$ cat config.mk
export PLATFORM = sky130hd
export DESIGN_NAME = dodgeGameTop
export DESIGN_NICKNAME = d
export VERILOG_FILES = /design/src/common/gameGeometryPkg.sv /design/src/common/gameControlPkg.sv /design/src/player/playerMotion.sv /design/src/obstacle/obstacleMotion.sv /design/src/logic/collisionDetect.sv /design/src/logic/levelControl.sv /design/src/logic/dodgeGameTop.sv
export SDC_FILE = /design/constraint.sdc
export NUM_CORES = 1
export LEC_CHECK = 0
export BUFFER_PORTS_ARGS = -buffer_cell sky130_fd_sc_hd__buf_2
export CORE_ASPECT_RATIO = 1.75
export CORE_UTILIZATION = 55
export CTS_CLUSTER_DIAMETER = 60
export DETAILED_ROUTE_END_ITERATION = 7
export PLACE_DENSITY = 0.74
export SYNTH_ARGS = -nofsm -noshare
export SYNTH_HDL_FRONTEND = slang
export SYNTH_SLANG_ARGS = --single-unit
$ cat constraint.sdc
create_clock -name frame_clk -period 10.7 [get_ports frame_clk]
set_input_delay 0.535 -clock frame_clk [delete_from_list [all_inputs] [get_ports frame_clk]]
set_output_delay 0.535 -clock frame_clk [all_outputs]
set_load 0.01 [all_outputs]
$ cat src/common/gameGeometryPkg.sv
// Screen geometry shared by the movers and the overlap test
// Coordinates are sprite centers in a 640x480 frame and never wrap
// Every sprite is a square of the same size
package gameGeometryPkg;

    // Unsigned screen coordinate of a sprite center
    typedef logic [9:0] coordT;

    // Per-frame displacement in two's complement
    typedef logic [9:0] motionT;

    // Last visible column
    localparam coordT screenXMax = 10'd639;

    // Last visible row
    localparam coordT screenYMax = 10'd479;

    // Half the side length of every square
    localparam coordT spriteHalf = 10'd8;

    // Extra gap the player keeps from the border
    localparam coordT edgeMargin = 10'd5;

    // Player column that completes a level
    localparam coordT finishX = 10'd600;

endpackage

$ cat src/common/gameControlPkg.sv
// Keyboard codes and game progress types
// Keycodes are USB HID usage codes for W, S, A and D
package gameControlPkg;

    // Raw keycode of the held key, zero when idle
    typedef logic [7:0] keycodeT;

    // Steering keys
    localparam keycodeT keyUp    = 8'h1A;
    localparam keycodeT keyDown  = 8'h16;
    localparam keycodeT keyLeft  = 8'h04;
    localparam keycodeT keyRight = 8'h07;

    // Level index, also added to the obstacle step
    typedef logic [1:0] levelT;

    // Remaining lives
    typedef logic [1:0] livesT;

    // Lives at power up
    localparam livesT startLives = 2'd3;

    // Level controller states
    typedef enum logic
    {
        playing,
        gameOver
    } levelStateT;

endpackage

$ cat src/player/playerMotion.sv
`timescale 1ns/1ps
// Player moves only while a key is held
// Keycodes other than the four steering keys keep the last motion
// Edge bounce looks at the current position only
module playerMotion #(
    parameter int playerStep = 3
)
(
    input  logic                   frame_clk,
    input  logic                   rstN,
    input  gameControlPkg::keycodeT keycode,
    input  logic                   restartLevel,
    input  logic                   nextLevel,
    input  logic                   freeze,
    output gameGeometryPkg::coordT posX,
    output gameGeometryPkg::coordT posY
);

    // Step in both directions
    localparam gameGeometryPkg::motionT stepPos = gameGeometryPkg::motionT'(playerStep);
    localparam gameGeometryPkg::motionT stepNeg = gameGeometryPkg::motionT'(-playerStep);

    // Distance from a border where the bounce starts
    localparam gameGeometryPkg::coordT nearEdge =
        gameGeometryPkg::spriteHalf + gameGeometryPkg::edgeMargin;

    // Reload positions
    localparam gameGeometryPkg::coordT restartX = 10'd20;
    localparam gameGeometryPkg::coordT finishRestartX = 10'd30;
    localparam gameGeometryPkg::coordT startY = 10'd240;

    gameGeometryPkg::motionT motionX;
    gameGeometryPkg::motionT motionY;
    gameGeometryPkg::motionT motionXNext;
    gameGeometryPkg::motionT motionYNext;

    always_comb
    begin
        // Keep last motion unless a steering key says otherwise
        motionXNext = motionX;
        motionYNext = motionY;

        case (keycode)
            gameControlPkg::keyUp:
            begin
                motionXNext = '0;
                motionYNext = stepNeg;
            end
            gameControlPkg::keyDown:
            begin
                motionXNext = '0;
                motionYNext = stepPos;
            end
            gameControlPkg::keyLeft:
            begin
                motionXNext = stepNeg;
                motionYNext = '0;
            end
            gameControlPkg::keyRight:
            begin
                motionXNext = stepPos;
                motionYNext = '0;
            end
            default:
            begin
                motionXNext = motionX;
            end
        endcase

        // Bottom and top borders push the player back in
        if ((posY + nearEdge) >= gameGeometryPkg::screenYMax)
        begin
            motionYNext = stepNeg;
        end
        else if (posY <= nearEdge)
        begin
            motionYNext = stepPos;
        end

        // Same for right and left
        if ((posX + nearEdge) >= gameGeometryPkg::screenXMax)
        begin
            motionXNext = stepNeg;
        end
        else if (posX <= nearEdge)
        begin
            motionXNext = stepPos;
        end
    end

    always_ff @(posedge frame_clk or negedge rstN)
    begin
        if (!rstN)
        begin
            posX    <= restartX;
            posY    <= startY;
            motionX <= '0;
            motionY <= '0;
        end
        else if (!freeze)
        begin
            // Hit restart wins over level finish
            if (restartLevel)
            begin
                posX    <= restartX;
                posY    <= startY;
                motionX <= '0;
                motionY <= '0;
            end
            else if (nextLevel)
            begin
                posX    <= finishRestartX;
                posY    <= startY;
                motionX <= '0;
                motionY <= '0;
            end
            else if (keycode != '0)
            begin
                posX    <= posX + motionXNext;
                posY    <= posY + motionYNext;
                motionX <= motionXNext;
                motionY <= motionYNext;
            end
        end
    end

    // Level controller must never request both reloads in one frame
    assert property (@(posedge frame_clk) disable iff (!rstN)
        !(restartLevel && nextLevel));

endmodule

$ cat src/obstacle/obstacleMotion.sv
`timescale 1ns/1ps
// Diagonal bouncing square, step is baseStep plus the current level
// baseStep plus maxLevel must stay below spriteHalf to keep it on screen
module obstacleMotion #(
    parameter int startX   = 320,
    parameter int startY   = 240,
    parameter int baseStep = 4
)
(
    input  logic                   frame_clk,
    input  logic                   rstN,
    input  gameControlPkg::levelT  level,
    input  logic                   restartLevel,
    input  logic                   freeze,
    output gameGeometryPkg::coordT posX,
    output gameGeometryPkg::coordT posY
);

    localparam gameGeometryPkg::coordT homeX = gameGeometryPkg::coordT'(startX);
    localparam gameGeometryPkg::coordT homeY = gameGeometryPkg::coordT'(startY);

    // Magnitude of the step this frame
    gameGeometryPkg::motionT stepSize;

    // Direction flags, set means moving toward zero
    logic dirXNeg;
    logic dirYNeg;
    logic dirXNegNext;
    logic dirYNegNext;

    gameGeometryPkg::motionT moveX;
    gameGeometryPkg::motionT moveY;

    // Faster at higher levels
    assign stepSize = gameGeometryPkg::motionT'(baseStep) + gameGeometryPkg::motionT'(level);

    always_comb
    begin
        dirXNegNext = dirXNeg;
        dirYNegNext = dirYNeg;

        // Right border reached
        if ((posX + gameGeometryPkg::spriteHalf) >= gameGeometryPkg::screenXMax)
        begin
            dirXNegNext = 1'b1;
        end
        // Left border reached
        else if (posX <= gameGeometryPkg::spriteHalf)
        begin
            dirXNegNext = 1'b0;
        end

        // Bottom border
        if ((posY + gameGeometryPkg::spriteHalf) >= gameGeometryPkg::screenYMax)
        begin
            dirYNegNext = 1'b1;
        end
        // Top border
        else if (posY <= gameGeometryPkg::spriteHalf)
        begin
            dirYNegNext = 1'b0;
        end

        // Signed displacement from direction and step
        moveX = dirXNegNext ? -stepSize : stepSize;
        moveY = dirYNegNext ? -stepSize : stepSize;
    end

    always_ff @(posedge frame_clk or negedge rstN)
    begin
        if (!rstN)
        begin
            posX    <= homeX;
            posY    <= homeY;
            dirXNeg <= 1'b0;
            dirYNeg <= 1'b0;
        end
        else if (!freeze)
        begin
            if (restartLevel)
            begin
                // Back home, heading down and right
                posX    <= homeX;
                posY    <= homeY;
                dirXNeg <= 1'b0;
                dirYNeg <= 1'b0;
            end
            else
            begin
                posX    <= posX + moveX;
                posY    <= posY + moveY;
                dirXNeg <= dirXNegNext;
                dirYNeg <= dirYNegNext;
            end
        end
    end

    // Bounce plus level speed must keep the square on screen
    assert property (@(posedge frame_clk) disable iff (!rstN)
        (posX <= gameGeometryPkg::screenXMax) && (posY <= gameGeometryPkg::screenYMax));

endmodule

$ cat src/logic/collisionDetect.sv
`timescale 1ns/1ps
// Box overlap of the player against two obstacles, one frame late
// A hit frame is always followed by a quiet frame while movers reload
module collisionDetect
(
    input  logic                   frame_clk,
    input  logic                   rstN,
    input  gameGeometryPkg::coordT playerX,
    input  gameGeometryPkg::coordT playerY,
    input  gameGeometryPkg::coordT obsX0,
    input  gameGeometryPkg::coordT obsY0,
    input  gameGeometryPkg::coordT obsX1,
    input  gameGeometryPkg::coordT obsY1,
    output logic                   hit
);

    // Centers closer than a full side on both axes means overlap
    localparam gameGeometryPkg::coordT hitSpan =
        gameGeometryPkg::spriteHalf + gameGeometryPkg::spriteHalf;

    function automatic logic boxOverlap(
        input gameGeometryPkg::coordT ax,
        input gameGeometryPkg::coordT ay,
        input gameGeometryPkg::coordT bx,
        input gameGeometryPkg::coordT by
    );
        gameGeometryPkg::coordT dx;
        gameGeometryPkg::coordT dy;
        // Absolute differences without going signed
        dx = (ax > bx) ? (ax - bx) : (bx - ax);
        dy = (ay > by) ? (ay - by) : (by - ay);
        return (dx < hitSpan) && (dy < hitSpan);
    endfunction

    logic overlap0;
    logic overlap1;

    assign overlap0 = boxOverlap(playerX, playerY, obsX0, obsY0);
    assign overlap1 = boxOverlap(playerX, playerY, obsX1, obsY1);

    always_ff @(posedge frame_clk or negedge rstN)
    begin
        if (!rstN)
        begin
            hit <= 1'b0;
        end
        else
        begin
            // Suppress the stale overlap seen before the reload lands
            hit <= (overlap0 || overlap1) && !hit;
        end
    end

endmodule

$ cat src/logic/levelControl.sv
`timescale 1ns/1ps
// Lives and level bookkeeping, restart and finish pulses are combinational
// Game over is left only through reset
module levelControl #(
    parameter int maxLevel = 3
)
(
    input  logic                   frame_clk,
    input  logic                   rstN,
    input  logic                   hit,
    input  gameGeometryPkg::coordT playerX,
    output logic                   restartLevel,
    output logic                   nextLevel,
    output gameControlPkg::levelT  level,
    output gameControlPkg::livesT  lives,
    output logic                   gameOver
);

    localparam gameControlPkg::levelT levelCap = gameControlPkg::levelT'(maxLevel);

    gameControlPkg::levelStateT state;

    logic playing;
    logic lastLife;

    assign playing = (state == gameControlPkg::playing);

    // Hit with spare lives restarts the level
    assign restartLevel = playing && hit && (lives > 2'd1);

    // Hit on the final life ends the game
    assign lastLife = playing && hit && (lives == 2'd1);

    // Finish column reached, a hit in the same frame wins
    assign nextLevel = playing && !hit && (playerX >= gameGeometryPkg::finishX);

    // Also used as freeze by the movers
    assign gameOver = (state == gameControlPkg::gameOver);

    always_ff @(posedge frame_clk or negedge rstN)
    begin
        if (!rstN)
        begin
            state <= gameControlPkg::playing;
            lives <= gameControlPkg::startLives;
            level <= '0;
        end
        else
        begin
            case (state)
                gameControlPkg::playing:
                begin
                    if (lastLife)
                    begin
                        state <= gameControlPkg::gameOver;
                        lives <= '0;
                    end
                    else if (restartLevel)
                    begin
                        lives <= lives - 2'd1;
                    end

                    // Saturate at the top level
                    if (nextLevel && (level < levelCap))
                    begin
                        level <= level + 2'd1;
                    end
                end
                default:
                begin
                    // Hold everything until reset
                    state <= gameControlPkg::gameOver;
                end
            endcase
        end
    end

    // Running out of lives must always move to game over
    assert property (@(posedge frame_clk) disable iff (!rstN)
        (state == gameControlPkg::playing) |-> (lives != '0));

endmodule

$ cat src/logic/dodgeGameTop.sv
`timescale 1ns/1ps
// Frame-stepped dodge game core, one clock per video frame
// Outputs sprite centers and status only, drawing is done elsewhere
module dodgeGameTop #(
    parameter int playerStep = 3,
    parameter int maxLevel   = 3,
    parameter int obs0StartX = 320,
    parameter int obs0StartY = 100,
    parameter int obs0Step   = 4,
    parameter int obs1StartX = 200,
    parameter int obs1StartY = 380,
    parameter int obs1Step   = 2
)
(
    input  logic                    frame_clk,
    input  logic                    rstN,
    input  gameControlPkg::keycodeT keycode,
    output gameGeometryPkg::coordT  playerX,
    output gameGeometryPkg::coordT  playerY,
    output gameGeometryPkg::coordT  obsX0,
    output gameGeometryPkg::coordT  obsY0,
    output gameGeometryPkg::coordT  obsX1,
    output gameGeometryPkg::coordT  obsY1,
    output gameControlPkg::levelT   level,
    output gameControlPkg::livesT   lives,
    output logic                    gameOver
);

    logic hit;
    logic restartLevel;
    logic nextLevel;

    // Key-steered player
    playerMotion #(
        .playerStep(playerStep)
    ) iPlayer (
        .frame_clk   (frame_clk),
        .rstN        (rstN),
        .keycode     (keycode),
        .restartLevel(restartLevel),
        .nextLevel   (nextLevel),
        .freeze      (gameOver),
        .posX        (playerX),
        .posY        (playerY)
    );

    // Fast obstacle in the upper half
    obstacleMotion #(
        .startX  (obs0StartX),
        .startY  (obs0StartY),
        .baseStep(obs0Step)
    ) iObstacle0 (
        .frame_clk   (frame_clk),
        .rstN        (rstN),
        .level       (level),
        .restartLevel(restartLevel),
        .freeze      (gameOver),
        .posX        (obsX0),
        .posY        (obsY0)
    );

    // Slow obstacle in the lower half
    obstacleMotion #(
        .startX  (obs1StartX),
        .startY  (obs1StartY),
        .baseStep(obs1Step)
    ) iObstacle1 (
        .frame_clk   (frame_clk),
        .rstN        (rstN),
        .level       (level),
        .restartLevel(restartLevel),
        .freeze      (gameOver),
        .posX        (obsX1),
        .posY        (obsY1)
    );

    collisionDetect iCollision (
        .frame_clk(frame_clk),
        .rstN     (rstN),
        .playerX  (playerX),
        .playerY  (playerY),
        .obsX0    (obsX0),
        .obsY0    (obsY0),
        .obsX1    (obsX1),
        .obsY1    (obsY1),
        .hit      (hit)
    );

    levelControl #(
        .maxLevel(maxLevel)
    ) iLevelControl (
        .frame_clk   (frame_clk),
        .rstN        (rstN),
        .hit         (hit),
        .playerX     (playerX),
        .restartLevel(restartLevel),
        .nextLevel   (nextLevel),
        .level       (level),
        .lives       (lives),
        .gameOver    (gameOver)
    );

endmodule

==> impl_metrics.xml <==
<?xml version="1.0" encoding="UTF-8"?>
<metrics>
  <group name="finish">
    <metric name="fin_area" unit="um^2">9890</metric>
    <metric name="drive_gt1_frac" unit="">0.125</metric>
    <metric name="postLayoutCoreUtil" unit="">0.620</metric>
    <metric name="final_net_count" unit="">1274</metric>
    <metric name="multi_input_comb_area" unit="um^2">6270</metric>
    <metric name="seq_area" unit="um^2">2280</metric>
    <metric name="inserted_diodes" unit="">0</metric>
    <metric name="layout.filler_cells" unit="">1432</metric>
    <metric name="syn2layout_area_growth" unit="%">9.77</metric>
  </group>
  <group name="cts">
    <metric name="tritoncts.num_buffers" unit="">9</metric>
    <metric name="worst_skew_pair.late_latency" unit="ns">0.35</metric>
    <metric name="htree_levels" unit="">3</metric>
    <metric name="cts_post_setup_buffers_inserted" unit="">0</metric>
    <metric name="cts.reportedPaths.clkPinSlew" unit="ns">0.08</metric>
    <metric name="clock-root-buffer" unit="">sky130_fd_sc_hd__clkbuf_16</metric>
    <metric name="postCtsHoldBufs" unit="">0</metric>
    <metric name="clock_sinks" unit="">90</metric>
    <metric name="max-clock-path-buffers" unit="">2</metric>
    <metric name="post_cts_resized" unit="">0</metric>
    <metric name="tritoncts_clock_tree" unit="">yes</metric>
  </group>
  <group name="floorplanning">
    <metric name="fp.coreArea" unit="um^2">16000</metric>
    <metric name="dieArea" unit="um^2">16900</metric>
    <metric name="floorplan.die.height" unit="um">171</metric>
    <metric name="floorplan.io_pins" unit="">75</metric>
    <metric name="placement_rows" unit="">61</metric>
    <metric name="initial_core_util" unit="">0.565</metric>
    <metric name="die_x" unit="um">98.7</metric>
  </group>
  <group name="grt">
    <metric name="grt_start_max_net_pins" unit="">51</metric>
    <metric name="number_of_global_route_vias_before_repair" unit="">8121</metric>
    <metric name="antenna_violations_before_repair" unit="">0</metric>
    <metric name="grt_overflow_total" unit="">0</metric>
    <metric name="grt_first_pass_wirelength" unit="um">41400</metric>
    <metric name="track_usage" unit="">0.314</metric>
  </group>
  <group name="logic_synthesis">
    <metric name="post-synth-top-area-cell" unit="">sky130_fd_sc_hd__ha_1</metric>
    <metric name="postSynth.topFlopCell" unit="">sky130_fd_sc_hd__dfrtp_1</metric>
    <metric name="post_synth_num_cell_types" unit="">77</metric>
    <metric name="synth-edff-count" unit="">0</metric>
    <metric name="synth-async-reset-ratio" unit="">1.00</metric>
    <metric name="yosys-top-cells-area" unit="">sky130_fd_sc_hd__ha_1 (19%), sky130_fd_sc_hd__dfrtp_1 (19%), sky130_fd_sc_hd__dfstp_2 (6.4%)</metric>
    <metric name="netlist.area_leader.share" unit="">0.192</metric>
    <metric name="mappedNetlistNets" unit="">1210</metric>
    <metric name="synth.yosys.seq_area_share" unit="">0.253</metric>
    <metric name="netlist_instances" unit="">1056</metric>
    <metric name="syn_area" unit="um^2">9010</metric>
    <metric name="total_of_flip_flops_plus_latches_after_synthesis" unit="">90</metric>
    <metric name="synth_area_per_cell" unit="um^2">8.53</metric>
    <metric name="ys_warn_count" unit="">0</metric>
  </group>
  <group name="sta">
    <metric name="setup-tns-final" unit="ns">0</metric>
    <metric name="post-route-period-util" unit="">0.394</metric>
    <metric name="timing_worst_slew_pin_value" unit="ns">1.18</metric>
    <metric name="timing.max_slew.rel_slack" unit="">0.214</metric>
    <metric name="final_hold_viol_count" unit="">0</metric>
    <metric name="final_period_minus_worst_setup_slack" unit="ns">4.21</metric>
    <metric name="final_critical_path_setup_slack" unit="ns">6.49</metric>
    <metric name="final.setup_skew" unit="ns">0.00977</metric>
    <metric name="max_clock_freq" unit="MHz">237</metric>
    <metric name="number_of_pins_exceeding_their_max_slew_limit_in_the_final_report" unit="">0</metric>
    <metric name="rsz0062_at_grt" unit="">no</metric>
    <metric name="setup_viol" unit="">0</metric>
  </group>
  <group name="setup_path">
    <metric name="worstPathArrival" unit="ns">4.48</metric>
    <metric name="crit_top_cell" unit="">sky130_fd_sc_hd__o21ai_0</metric>
    <metric name="endpoint_kind" unit="">register</metric>
    <metric name="critPathSlowestCell" unit="">sky130_fd_sc_hd__dfstp_2</metric>
    <metric name="timing.setup.critical_path_class" unit="">register to register</metric>
    <metric name="critPathMaxFanout" unit="">10</metric>
    <metric name="crit_required" unit="ns">10.97</metric>
    <metric name="reg2reg_slack" unit="ns">6.49</metric>
    <metric name="crit_path_max_incr_delay" unit="ns">0.61</metric>
    <metric name="timing.critical_path.cells" unit="">ha_1 -&gt; nand2_1 -&gt; nor4_1 -&gt; a21oi_1 -&gt; o21ai_0 -&gt; a31oi_1 -&gt; o21ai_1 -&gt; nand2_1 -&gt; o21a_1 -&gt; ha_1 -&gt; a21o_1 -&gt; a21oi_1 -&gt; o21ai_0 -&gt; a21oi_1 -&gt; o21a_1 -&gt; o21ai_0 -&gt; xnor2_1 -&gt; or3_1 -&gt; o21ai_0</metric>
    <metric name="critical_path.startpoint_type" unit="">register</metric>
  </group>
  <group name="routing">
    <metric name="via_count" unit="">8473</metric>
    <metric name="ant_nets" unit="">0</metric>
    <metric name="drc_violations_left" unit="">0</metric>
    <metric name="detail_route.vias_per_cell" unit="">6.45</metric>
    <metric name="drt_iter0_drc" unit="">376</metric>
    <metric name="detail_route.wirelength" unit="um">26200</metric>
    <metric name="detail_route.wl_per_cell" unit="um">20.0</metric>
    <metric name="first_pass_iteration_count_of_the_detailed_router" unit="">5</metric>
  </group>
  <group name="job">
    <metric name="timing.max_cap.violations" unit="">0</metric>
  </group>
  <group name="status">
    <metric name="outcome" unit="">finished, final reports clean</metric>
  </group>
  <group name="place">
    <metric name="dpl-instance-area" unit="um^2">9580</metric>
    <metric name="half_perimeter_wire_length_after_placement" unit="um">19900</metric>
    <metric name="place.gp.congestion" unit="">0.953</metric>
    <metric name="placement.io_buffers" unit="">74</metric>
    <metric name="place_worst_setup_slack" unit="ns">6.42</metric>
  </group>
  <group name="hold_path">
    <metric name="hold_removal_path_class" unit="">primary input to asynchronous set/reset pin</metric>
  </group>
</metrics>
==> final cells by class <==
type                    count  share of cell area
clock buffers              10              0.0242
inverters                 100              0.0380
repair buffers             80              0.0423
multi-input cells         839               0.634
well taps                 189              0.0239
flip-flops and latches     90               0.231
clock inverters             6             0.00734
==> critical path, delay by kind of cell, from the launching register on <==
| kind | cells | cell delay [ns] |
|---|---|---|
| fa+ha+maj | 2 | 0.43 |
| flops | 1 | 0.61 |
| xor+xnor | 1 | 0.16 |
| simple gates | 4 | 0.72 |
| compound gates | 12 | 2.23 |
==> path summary, 6_finish.rpt <==
path / startpoint / end / depth (start not counted)
worst max-delay path: iObstacle1.posY[3]$_DFFE_PN1N_ / iObstacle1.posY[9]$_DFFE_PN0N_ / 19
worst min-delay path: rstN / iPlayer.posX[7]$_DFFE_PN0P_ / 1
worst max register to register: iObstacle1.posY[3]$_DFFE_PN1N_ / iObstacle1.posY[9]$_DFFE_PN0N_ / 19
worst min register to register: iPlayer.motionY[9]$_DFFE_PN0P_ / iPlayer.motionY[9]$_DFFE_PN0P_ / 1
max in group asynchronous: rstN / iObstacle1.posX[9]$_DFFE_PN0N_ / 2
min in group frame_clk: iPlayer.motionY[9]$_DFFE_PN0P_ / iPlayer.motionY[9]$_DFFE_PN0P_ / 1
==> Yosys cell counts, drive strengths merged, types with 12 or more instances <==
| cell | instances |
|---|---|
| xor2 | 25 |
| clkbuf | 19 |
| inv | 98 |
| nand4 | 12 |
| o21ai | 76 |
| nor3 | 25 |
| o22ai | 19 |
| ha | 138 |
| a21oi | 100 |
| dfstp | 22 |
| nand3 | 15 |
| mux2i | 14 |
| nand2b | 13 |
| xnor2 | 32 |
| a22o | 27 |
| dfrtp | 68 |
| nor2 | 40 |
| a22oi | 17 |
| nor2b | 13 |
| nand2 | 82 |
| a21o | 34 |
==> flip-flops by register name, indices dropped and copies added (netlist names) <==
register,count
iObstacle1.posX,10
iObstacle1.posY,10
iObstacle0.posY,10
iPlayer.posY,10
iObstacle0.posX,10
iObstacle1.dirXNeg,1
iCollision.hit,1
iPlayer.motionX,10
iPlayer.posX,10
iLevelControl.level,2
iLevelControl.gameOver,1
iPlayer.motionY,10
iObstacle1.dirYNeg,1
iObstacle0.dirXNeg,1
iObstacle0.dirYNeg,1
iLevelControl.lives,2
==> stage by stage <==
| stage | cells | hold WS [ns] |
|---|---|---|
| after floorplan | 1056 | 0.239 |
| after global placement | 1298 | 0.462 |
| after detailed placement | 1298 | 0.492 |
| after CTS | 1314 | 0.191 |
| after global routing | 1314 | 0.217 |
| final | 1314 | 0.174 |
==> cells by family (layout without fill, tap and decap cells) <==
kind of cell / count (synthesis) / in the layout / synth area share
xor gates and xnor gates: 57 / 57 / 0.0554
AOI/OAI and AO/OA: 374 / 374 / 0.274
DFF: 90 / 90 / 0.253
muxes: 18 / 18 / 0.0206
adders and majority gates: 145 / 145 / 0.206
buffers and inverters: 127 / 196 / 0.0533
and+or+nand+nor: 245 / 245 / 0.138
==> cell usage in the layout, fill, tap and decap left out, drive strengths merged, types with 5 or more instances in the layout <==
master | Yosys | final
inv | 98 | 100
o211ai | 10 | 10
o31ai | 5 | 5
nand3b | 5 | 5
a211oi | 9 | 9
o21a | 11 | 11
nor2b | 13 | 13
mux2i | 14 | 14
a21oi | 100 | 100
nand4 | 12 | 12
fa | 6 | 6
a31oi | 10 | 10
nand2b | 13 | 13
buf | 8 | 80
dfrtp | 68 | 68
o2111ai | 6 | 6
nor2 | 40 | 40
o32ai | 5 | 5
clkbuf | 19 | 10
dfstp | 22 | 22
o22ai | 19 | 19
nor4 | 10 | 10
o21bai | 5 | 5
or3 | 8 | 8
ha | 138 | 138
xnor2 | 32 | 32
a22oi | 17 | 17
o21ai | 76 | 76
nand3 | 15 | 15
a21o | 34 | 34
a21boi | 9 | 9
a22o | 27 | 27
and3 | 5 | 5
nor3 | 25 | 25
xor2 | 25 | 25
nand2 | 82 | 82
==> metal layers <==
metal / global-route usage / vias up / wire (um)
li1: - / 4022 / -
met1: 0.338 / 4060 / 9930
met2: 0.574 / 297 / 13500
met3: 0.0402 / 94 / 1150
met4: 0.201 / 0 / 1610
met5: 0 / - / 0
Power is not shown: default switching activity piles up to over one toggle a cycle in this logic, so the estimate is an artifact.
